## src/hw/lc3b_types.sv

```systemverilog
`default_nettype none

package lc3b_types;

	typedef logic [15:0] lc3b_word;      // instruction word, all zeros is a nop BR used as bubble
	typedef logic [2:0]  lc3b_reg;       // register index for dr / sr1 / sr2 fields
	typedef logic [2:0]  lc3b_nzp;       // condition codes n z p
	typedef logic [2:0]  shadow_cnt_t;   // countdown for the control-transfer shadow

	typedef enum logic [3:0]
	{
		op_br   = 4'b0000, // conditional branch
		op_add  = 4'b0001,
		op_ldb  = 4'b0010, // load byte
		op_stb  = 4'b0011, // store byte
		op_jsr  = 4'b0100, // jsr / jsrr
		op_and  = 4'b0101,
		op_ldr  = 4'b0110, // load word
		op_str  = 4'b0111, // store word
		op_rti  = 4'b1000,
		op_not  = 4'b1001,
		op_ldi  = 4'b1010, // load indirect
		op_sti  = 4'b1011, // store indirect
		op_jmp  = 4'b1100, // jmp / ret
		op_shf  = 4'b1101, // shifts
		op_lea  = 4'b1110,
		op_trap = 4'b1111
	} lc3b_opcode;

	// bubbles plus the squash slot that follow a BR / JMP / JSR / TRAP
	localparam shadow_cnt_t SHADOW_LEN = 3'd5;

endpackage : lc3b_types

`default_nettype wire

```

## src/hw/dep_decode.sv

```systemverilog
`default_nettype none

module dep_decode
(
	input  lc3b_types::lc3b_word ir,
	output logic                 produces_dr, // writes a destination register
	output logic                 need_sr1,    // reads [8:6]
	output logic                 need_sr2,    // reads [2:0]
	output logic                 need_hsr     // store source held in [11:9]
);

	import lc3b_types::*;

	lc3b_opcode op;

	assign op = lc3b_opcode'(ir[15:12]); // opcode field

	always_comb
	begin
		produces_dr = 1'b0;
		need_sr1    = 1'b0;
		need_sr2    = 1'b0;
		need_hsr    = 1'b0;
		case (op)
			op_add, op_and:
			begin
				produces_dr = 1'b1;
				need_sr1    = 1'b1;
				need_sr2    = ~ir[5]; // register mode only
			end
			op_not, op_shf, op_ldb, op_ldr, op_ldi:
			begin
				produces_dr = 1'b1;
				need_sr1    = 1'b1; // source or base register
			end
			op_stb, op_str, op_sti:
			begin
				need_sr1 = 1'b1; // base register
				need_hsr = 1'b1; // data comes from the dr field
			end
			op_jsr:
			begin
				produces_dr = 1'b1;   // link into r7
				need_sr1    = ~ir[11]; // jsrr reads the base
			end
			op_jmp:  need_sr1 = 1'b1; // target in base register
			op_lea:  produces_dr = 1'b1;
			op_trap: produces_dr = 1'b1; // link into r7
			default: ; // br and rti touch no gpr
		endcase
	end

endmodule : dep_decode

`default_nettype wire

```

## src/hw/branch_eval.sv

```systemverilog
`default_nettype none

module branch_eval
(
	input  logic                 clk,
	input  logic                 rst_n,
	input  logic                 cc_we,         // condition code write strobe
	input  lc3b_types::lc3b_nzp  cc_in,
	input  lc3b_types::lc3b_word id_ex_ir,
	output logic                 branch_enable  // BR in ID/EX is taken
);

	import lc3b_types::*;

	lc3b_nzp    nzp_q;    // current condition codes
	lc3b_opcode idex_op;
	lc3b_nzp    br_mask;  // nzp field of the branch

	assign idex_op = lc3b_opcode'(id_ex_ir[15:12]);
	assign br_mask = id_ex_ir[11:9];

	// cc writes land even while the pipe is frozen
	always_ff @(posedge clk)
	begin
		if (!rst_n)
			nzp_q <= '0;
		else if (cc_we)
			nzp_q <= cc_in;
	end

	// taken when any requested flag is currently set
	assign branch_enable = (idex_op == op_br) && |(br_mask & nzp_q);

endmodule : branch_eval

`default_nettype wire

```

## src/hw/bubbler.sv

```systemverilog
`default_nettype none

module bubbler
(
	input  logic                 clk,
	input  logic                 rst_n,
	input  logic                 flow,          // pipeline advances this edge
	input  lc3b_types::lc3b_word if_id_ir,
	input  lc3b_types::lc3b_word id_ex_ir,
	input  logic                 branch_enable, // BR in ID/EX is taken
	output logic                 gen_bubble,    // hold IF/ID and feed a nop to ID/EX
	output logic                 squash_id      // kill the instruction in decode
);

	import lc3b_types::*;

	lc3b_opcode  ifid_op, idex_op, last_op;
	lc3b_reg     load_dr;        // destination of the load in ID/EX
	logic        ifid_sr1, ifid_sr2, ifid_hsr;
	logic        idex_dr;
	logic        is_load;
	logic        is_xfer;        // pc-changing op sitting in IF/ID

	shadow_cnt_t cnt_q;          // shadow countdown
	shadow_cnt_t cnt_next;
	logic        cnt_load;
	logic        cnt_set;        // 1 = reload SHADOW_LEN, 0 = decrement
	logic        be_q;           // decision of the BR as the shadow opens
	lc3b_word    last_ir_q;      // last word seen in decode
	logic        last_load;

	dep_decode ifid_deps
	(
		.ir          (if_id_ir),
		.produces_dr (),
		.need_sr1    (ifid_sr1),
		.need_sr2    (ifid_sr2),
		.need_hsr    (ifid_hsr)
	);

	dep_decode idex_deps
	(
		.ir          (id_ex_ir),
		.produces_dr (idex_dr),
		.need_sr1    (),
		.need_sr2    (),
		.need_hsr    ()
	);

	assign ifid_op  = lc3b_opcode'(if_id_ir[15:12]);
	assign idex_op  = lc3b_opcode'(id_ex_ir[15:12]);
	assign last_op  = lc3b_opcode'(last_ir_q[15:12]);
	assign load_dr  = id_ex_ir[11:9];
	assign is_load  = idex_dr && (idex_op == op_ldb || idex_op == op_ldi || idex_op == op_ldr);
	assign is_xfer  = (if_id_ir != '0) &&
		(ifid_op == op_br || ifid_op == op_jmp || ifid_op == op_jsr || ifid_op == op_trap);
	assign cnt_next = cnt_set ? SHADOW_LEN : shadow_cnt_t'(cnt_q - 3'd1);

	always_comb
	begin
		gen_bubble = 1'b0;
		squash_id  = 1'b0;
		cnt_load   = 1'b0;
		cnt_set    = 1'b0;
		last_load  = 1'b1;

		// one bubble covers load-use since data is ready a stage later
		if (is_load)
		begin
			if (ifid_hsr && (if_id_ir[11:9] == load_dr || if_id_ir[8:6] == load_dr))
				gen_bubble = 1'b1; // store data or base depends on the load
			if (ifid_sr1 && if_id_ir[8:6] == load_dr)
				gen_bubble = 1'b1;
			if (ifid_sr2 && if_id_ir[2:0] == load_dr)
				gen_bubble = 1'b1;
		end

		// control-transfer shadow
		if (cnt_q == '0 && is_xfer)
		begin
			cnt_load = 1'b1; // start the countdown
			cnt_set  = 1'b1;
		end
		else if (cnt_q > 3'd1)
		begin
			cnt_load   = 1'b1; // counting down
			gen_bubble = 1'b1;
			last_load  = 1'b0; // keep the transfer op for the final decision
		end
		else if (cnt_q == 3'd1)
		begin
			cnt_load = 1'b1; // last step back to zero
			if (last_op == op_br)
				squash_id = be_q;  // only a taken branch kills decode
			else
				squash_id = 1'b1;  // jmp / jsr / trap always redirect
		end

		// lea gets the same countdown
		if (cnt_q == '0 && last_op == op_lea)
		begin
			cnt_load = 1'b1;
			cnt_set  = 1'b1;
		end

		if (last_op == op_lea && cnt_q != '0)
		begin
			gen_bubble = 1'b1;
			last_load  = 1'b0;
			cnt_load   = 1'b1;
			cnt_set    = 1'b0; // decrement
		end
	end

	always_ff @(posedge clk)
	begin
		if (!rst_n)
		begin
			cnt_q     <= '0;
			be_q      <= 1'b0;
			last_ir_q <= '0;
		end
		else if (flow)
		begin
			if (cnt_q == SHADOW_LEN)
				be_q <= branch_enable; // transfer sits in ID/EX on the first shadow cycle
			if (cnt_load)
				cnt_q <= cnt_next;
			if (last_load)
				last_ir_q <= if_id_ir; // frozen during shadow bubbles
		end
	end

	// counter only ever reloads to SHADOW_LEN and then counts down
	a_cnt_range: assert property (@(posedge clk) disable iff (!rst_n) cnt_q <= SHADOW_LEN);

	// squash belongs to the last slot of a shadow
	a_squash_slot: assert property (@(posedge clk) disable iff (!rst_n)
		squash_id |-> cnt_q == 3'd1);

	// cleared state and nop latches leave nothing to stall on
	a_reset_quiet: assert property (@(posedge clk) !rst_n |=> !gen_bubble && !squash_id);

endmodule : bubbler

`default_nettype wire

```

## src/hw/stage_regs.sv

```systemverilog
`default_nettype none

module stage_regs
(
	input  logic                 clk,
	input  logic                 rst_n,
	input  logic                 flow,       // advance enable
	input  logic                 gen_bubble, // hold IF/ID, nop into ID/EX
	input  logic                 squash_id,  // drop decode, nop into ID/EX
	input  lc3b_types::lc3b_word fetch_ir,   // word from fetch
	output lc3b_types::lc3b_word if_id_ir,
	output lc3b_types::lc3b_word id_ex_ir
);

	// IF/ID latch
	always_ff @(posedge clk)
	begin
		if (!rst_n)
			if_id_ir <= '0;
		else if (flow && !gen_bubble)
			if_id_ir <= fetch_ir; // fetch re-presents the word while held
	end

	// ID/EX latch
	always_ff @(posedge clk)
	begin
		if (!rst_n)
			id_ex_ir <= '0;
		else if (flow)
		begin
			if (gen_bubble || squash_id)
				id_ex_ir <= '0; // all zero is BR with empty nzp, a nop
			else
				id_ex_ir <= if_id_ir;
		end
	end

	// the held decode word must survive the bubble edge untouched
	a_hold_on_bubble: assert property (@(posedge clk) disable iff (!rst_n)
		flow && gen_bubble |=> $stable(if_id_ir));

endmodule : stage_regs

`default_nettype wire

```

## src/hw/hazard_pipe.sv

```systemverilog
`default_nettype none

module hazard_pipe
(
	input  logic                 clk,
	input  logic                 rst_n,
	input  logic                 flow,      // whole slice advances when high
	input  logic                 cc_we,     // condition code strobe
	input  lc3b_types::lc3b_nzp  cc_in,
	input  lc3b_types::lc3b_word fetch_ir,
	output lc3b_types::lc3b_word if_id_ir,
	output lc3b_types::lc3b_word id_ex_ir,
	output logic                 fetch_hold, // bubble, fetch repeats its word
	output logic                 squash_id
);

	logic branch_enable; // BR in ID/EX taken

	stage_regs u_stage_regs
	(
		.clk        (clk),
		.rst_n      (rst_n),
		.flow       (flow),
		.gen_bubble (fetch_hold),
		.squash_id  (squash_id),
		.fetch_ir   (fetch_ir),
		.if_id_ir   (if_id_ir),
		.id_ex_ir   (id_ex_ir)
	);

	branch_eval u_branch_eval
	(
		.clk           (clk),
		.rst_n         (rst_n),
		.cc_we         (cc_we),
		.cc_in         (cc_in),
		.id_ex_ir      (id_ex_ir),
		.branch_enable (branch_enable)
	);

	bubbler u_bubbler
	(
		.clk           (clk),
		.rst_n         (rst_n),
		.flow          (flow),
		.if_id_ir      (if_id_ir),
		.id_ex_ir      (id_ex_ir),
		.branch_enable (branch_enable),
		.gen_bubble    (fetch_hold), // same level goes to fetch and the latches
		.squash_id     (squash_id)
	);

endmodule : hazard_pipe

`default_nettype wire

```

## config.mk

```make
export PLATFORM = sky130hd
export DESIGN_NAME = hazard_pipe
export DESIGN_NICKNAME = d
export VERILOG_FILES = /design/src/hw/lc3b_types.sv /design/src/hw/dep_decode.sv /design/src/hw/branch_eval.sv /design/src/hw/bubbler.sv /design/src/hw/stage_regs.sv /design/src/hw/hazard_pipe.sv
export SDC_FILE = /design/constraint.sdc
export NUM_CORES = 1
export LEC_CHECK = 0
export BUFFER_PORTS_ARGS = -buffer_cell sky130_fd_sc_hd__buf_2
export CAP_MARGIN = 25
export CORE_MARGIN = 3
export CORE_UTILIZATION = 40
export DETAILED_ROUTE_END_ITERATION = 7
export GPL_TIMING_DRIVEN = 0
export SLEW_MARGIN = 20
export SYNTH_ARGS = -nofsm -noshare
export SYNTH_HDL_FRONTEND = slang
export SYNTH_SLANG_ARGS = --single-unit
export TNS_END_PERCENT = 50
```

## constraint.sdc

```tcl
create_clock -name clk -period 3.46 [get_ports clk]
set_input_delay 1.038 -clock clk [delete_from_list [all_inputs] [get_ports clk]]
set_output_delay 1.038 -clock clk [all_outputs]
set_load 0.05 [all_outputs]
```

==> results.txt <==
----------------------------------------------------
[Run status]
  Status ... finished, final reports clean

[Timing]
  Final-layout worst hold slack ... 0.470 ns
  Final Hold Viols ... 0
  Unrepaired setup endpoints after global routing ... false
  Fin crit period ... 3.25 ns
  Period utilization ... 94.0%
  Max-Slew Margin vs Limit ... 57.5%
  Count of final max-slew check failures ... 0
  Clock tree skew after final layout ... ~0.0086 ns
  TNS Setup ... 0 ns
  Worst-Margin Slew ... ~0.64 ns
  Fmax ... around 300 MHz
  Setup violators final ... 0

[Placed design]
  Detailed placement HPWL ... 3620 µm
  Number of port buffers ... 55
  Post-Place Cells ... between 300 and 400
  RePlAce Congestion ... 0.826

[Floorplanning]
  Overall die area ... 0.00587 mm²
  I/O pin count ... 57
  Initial Utilization ... between 40% and 50%
  Num rows ... 25
  Core region area ... 0.00479 mm²
  Die Ht ... 76.6 µm
  Die width ... ~77 µm

[Detailed routing]
  Post-route met1 wirelength ... about 2300 µm
  Total met3 wirelength after detailed routing ... 263 µm
  Highest metal layer used by the detailed router ... met4
  Met2 wire len ... 2340 µm
  Average detailed-routed wire length per instance ... 14.6 µm
  Post-detailed-route via-to-cell ratio ... 5.15
  Detailed-routing iteration count for the pre-antenna-repair pass ... 4
  Initial detailed-routing violation count ... 81
  Residual DRC ... 0
  Vias after detailed routing ... between 1500 and 2000
  Total wire length ... 5000 µm
  Antenna-violating nets left ... 0

[Synth]
  Post-synthesis share of cell area spent on and, or, nand and nor gates ... 17.9%
  Number of nets produced by synthesis ... 237
  Number of distinct library cells after synthesis ... 40
  Share of synthesized area occupied by flip-flops and latches ... a little over two fifths
  Mean cell area of the mapped netlist ... 9.46 µm²
  Fraction of the mapped netlist area in compound gates ... 18.5%
  Post-Synthesis Cell Area ... 0.00200 mm²
  Post-synthesis cell count ... 211
  Synth warn ... 0
  Dominant combinational cell family by area after synthesis ... compound AO/OA/AOI/OAI gates
  Mux share of post-synthesis cell area ... 9.53%
  Number of storage elements in the synthesis netlist ... 43
  Parity-gate share of the synthesized area counting xor and xnor cells ... 3.95%
  Adder-Cell Fraction of Synth Area ... under 10%

[Final layout]
  Most used cells in the layout excluding fill and tap cells ... 56 x sky130_fd_sc_hd__buf_2, 42 x sky130_fd_sc_hd__dfxtp_1, 39 x sky130_fd_sc_hd__nand2_1, 19 x sky130_fd_sc_hd__mux2i_1, 16 x sky130_fd_sc_hd__a22o_1
  Area overhead of the layout relative to synthesis ... 23.1%
  Share of final-layout standard cells stronger than drive strength 1 ... 28.0%
  Antenna fix cells ... 0
  Filler-free cell count of the finished design ... 342
  Net count, final ... 300
  Most common cell after layout, fill and taps aside ... sky130_fd_sc_hd__buf_2
  FILL cells ... between 400 and 500

[Power and ir drop]
  Overall power after layout ... roughly 1.6 mW
  Power density cells ... ~650 mW/mm²
  Leakage power summed over all cells ... 1.13 nW
  Maximum vdd drop ... 297 µV

[Critical path]
  Arrival @ worst endpoint ... 2.21 ns
  Biggest cell delay along the critical path ... 0.44 ns
  Chain of cells forming the critical path ... clkbuf_1 -> xor2_1 -> or4_4 -> a211oi_4 -> o21ai_0 -> o21ai_0 -> buf_4
  CP Launch Type ... register
  Crit path max-delay cell type ... sky130_fd_sc_hd__or4_4
  Worst Path Buf+Inv ... 2
  Type of the worst setup path ... register to output port
  Family with the most delay on the worst path ... compound AO/OA/AOI/OAI gates
  Worst EP required ... roughly 2.4 ns
  Setup crit end kind ... output port
  Top cell by count, worst path ... sky130_fd_sc_hd__o21ai_0
  Peak fanout along the critical path ... 5

[GRT]
  Maximum number of pins on one net before global-route repair ... 13
  Initial antenna violation count ... 0
  Global-route total usage across every layer ... 18.2%
  Aggregate global routing overflow ... 0
  Number of global-route vias before repair ... 1699
  Global-route wire length before repair ... 8450 µm

[Clock tree]
  CTS tree ... yes
  Number of buffers on the longest clock path ... 2
  Number of sinks handled by clock tree synthesis ... 43
  Latest clock arrival within the worst-skew pair ... 0.29 ns
  Clk slew on worst S/H paths ... ~0.080 ns
  Cts bufs inserted ... 5
  Hold-fix buffer count after cts ... 0
  CTS root buf ... sky130_fd_sc_hd__clkbuf_8
  H-tree lvl count ... 2

[Run]
  Number of violations of the max-capacitance limit ... 0

[Hold path]
  Hold Crit Class ... register to register

----------------------------------------------------
-- logic make-up (layout without fill, tap and decap cells) --
kind of cell,count (synthesis),after routing
xor gates and xnor gates,9,9
and+or+nand+nor,74,74
buffers and inverters,20,84
muxes,19,19
DFF,43,43
AOI/OAI and AO/OA,43,43
adders and majority gates,3,3
-- stage by stage --
step / utilization (%) / setup slack (ns) / instance area (µm²)
global route: 51.3 / 0.0143 / 2460
global placement: 49.3 / 0.324 / 2360
finish: 51.3 / 0.207 / 2460
CTS: 51.0 / 0.0143 / 2440
floorplan: - / -0.106 / 2000
detailed placement: 49.3 / 0.338 / 2360
-- sequential cells by signal, indices dropped and copies added, names as in the netlist --
register	cells
u_branch_eval.nzp_q	3
u_bubbler.last_ir_q	4
u_bubbler.be_q	1
u_stage_regs.id_ex_ir	16
u_bubbler.cnt_q	3
u_stage_regs.if_id_ir	16
-- area by class of cell --
| cell class | instances | area [µm²] | share of cell area, % |
|---|---|---|---|
| repair buffers | 56 | 285 | 11.6 |
| clock buffers | 7 | 76.3 | 3.11 |
| clock inverters | 1 | 5.00 | 0.204 |
| well taps | 67 | 83.8 | 3.41 |
| plain buffers | 15 | 85.1 | 3.46 |
| inverters | 5 | 18.8 | 0.764 |
| multi-input cells | 148 | 1040 | 42.3 |
| flip-flops and latches | 43 | 862 | 35.1 |
-- path summary, 6_finish.rpt --
path | from | to | slack (ns) | cells past startpoint
worst max-delay path | u_stage_regs.id_ex_ir[10] | fetch_hold | 0.21 | 7
worst min-delay path | u_bubbler.be_q | u_bubbler.be_q | 0.47 | 2
worst max register to register | u_stage_regs.id_ex_ir[10] | u_stage_regs.id_ex_ir[8] | 1.17 | 8
worst min register to register | u_bubbler.be_q | u_bubbler.be_q | 0.47 | 2
-- synth_stat cells --
master                      number  area share, %
sky130_fd_sc_hd__o31ai_1         1           0.38
sky130_fd_sc_hd__a21oi_1         8            2.0
sky130_fd_sc_hd__or3_1           1           0.31
sky130_fd_sc_hd__a211oi_4        2            2.0
sky130_fd_sc_hd__a21bo_2         1           0.50
sky130_fd_sc_hd__buf_6           3            1.7
sky130_fd_sc_hd__dfxtp_1        43             43
sky130_fd_sc_hd__or4_4           1           0.56
sky130_fd_sc_hd__mux2i_1        19            9.5
sky130_fd_sc_hd__or4_1           2           0.75
sky130_fd_sc_hd__nand4_1         1           0.31
sky130_fd_sc_hd__o21ai_0         3           0.75
sky130_fd_sc_hd__or3b_2          1           0.44
sky130_fd_sc_hd__nor4_1          6            1.9
sky130_fd_sc_hd__a222oi_1        1           0.50
sky130_fd_sc_hd__a2111oi_4       1            1.4
sky130_fd_sc_hd__xor2_1          6            2.6
sky130_fd_sc_hd__o21ai_1         1           0.25
sky130_fd_sc_hd__a31oi_1         2           0.63
sky130_fd_sc_hd__nand3_1         8            2.0
sky130_fd_sc_hd__ha_1            3            1.9
sky130_fd_sc_hd__nand4b_1        1           0.44
sky130_fd_sc_hd__and3_1          2           0.63
sky130_fd_sc_hd__a211oi_2        1           0.63
sky130_fd_sc_hd__xnor2_1         3            1.3
sky130_fd_sc_hd__o21a_1          3            1.1
sky130_fd_sc_hd__nand2b_1        1           0.31
sky130_fd_sc_hd__a22o_1         16            7.0
sky130_fd_sc_hd__a32oi_1         1           0.44
sky130_fd_sc_hd__inv_1           5           0.94
sky130_fd_sc_hd__or2_1           1           0.31
sky130_fd_sc_hd__nand2_1        39            7.3
sky130_fd_sc_hd__nand3b_1        1           0.38
sky130_fd_sc_hd__o32a_1          1           0.50
sky130_fd_sc_hd__buf_2           3           0.75
sky130_fd_sc_hd__nor2_1          6            1.1
sky130_fd_sc_hd__a21boi_0        1           0.38
sky130_fd_sc_hd__clkbuf_1        9            1.7
sky130_fd_sc_hd__or4b_1          1           0.50
sky130_fd_sc_hd__nor2b_1         2           0.63
-- metal layers --
metal  GRT usage [%]  vias to the layer above
met5               0                        -
met4            6.52                        0
met3            4.37                        9
met2            29.6                       51
met1            23.4                      820
li1                -                      883
-- timing repair --
action                                  CTS  global route
buffers inserted                          0             1
endpoints found under the hold margin     0             0
endpoints found under the setup margin    0             1
gates resized for setup                   0             4
-- worst min-delay path: cells and delay by family, from the launching register on --
family / cells / cell delay [ns]
flops: 1 / 0.32
simple gates: 1 / 0.05
compound gates: 1 / 0.05
-- power by group --
part | internal [mW] | switching [mW] | leakage, nW
Sequential | 0.559 | 0.0723 | 0.352
Combinational | 0.227 | 0.436 | 0.732
Clock | 0.142 | 0.166 | 0.0422
Total | 0.928 | 0.675 | 1.13
No activity file was read; power rests on OpenSTA's default activity.
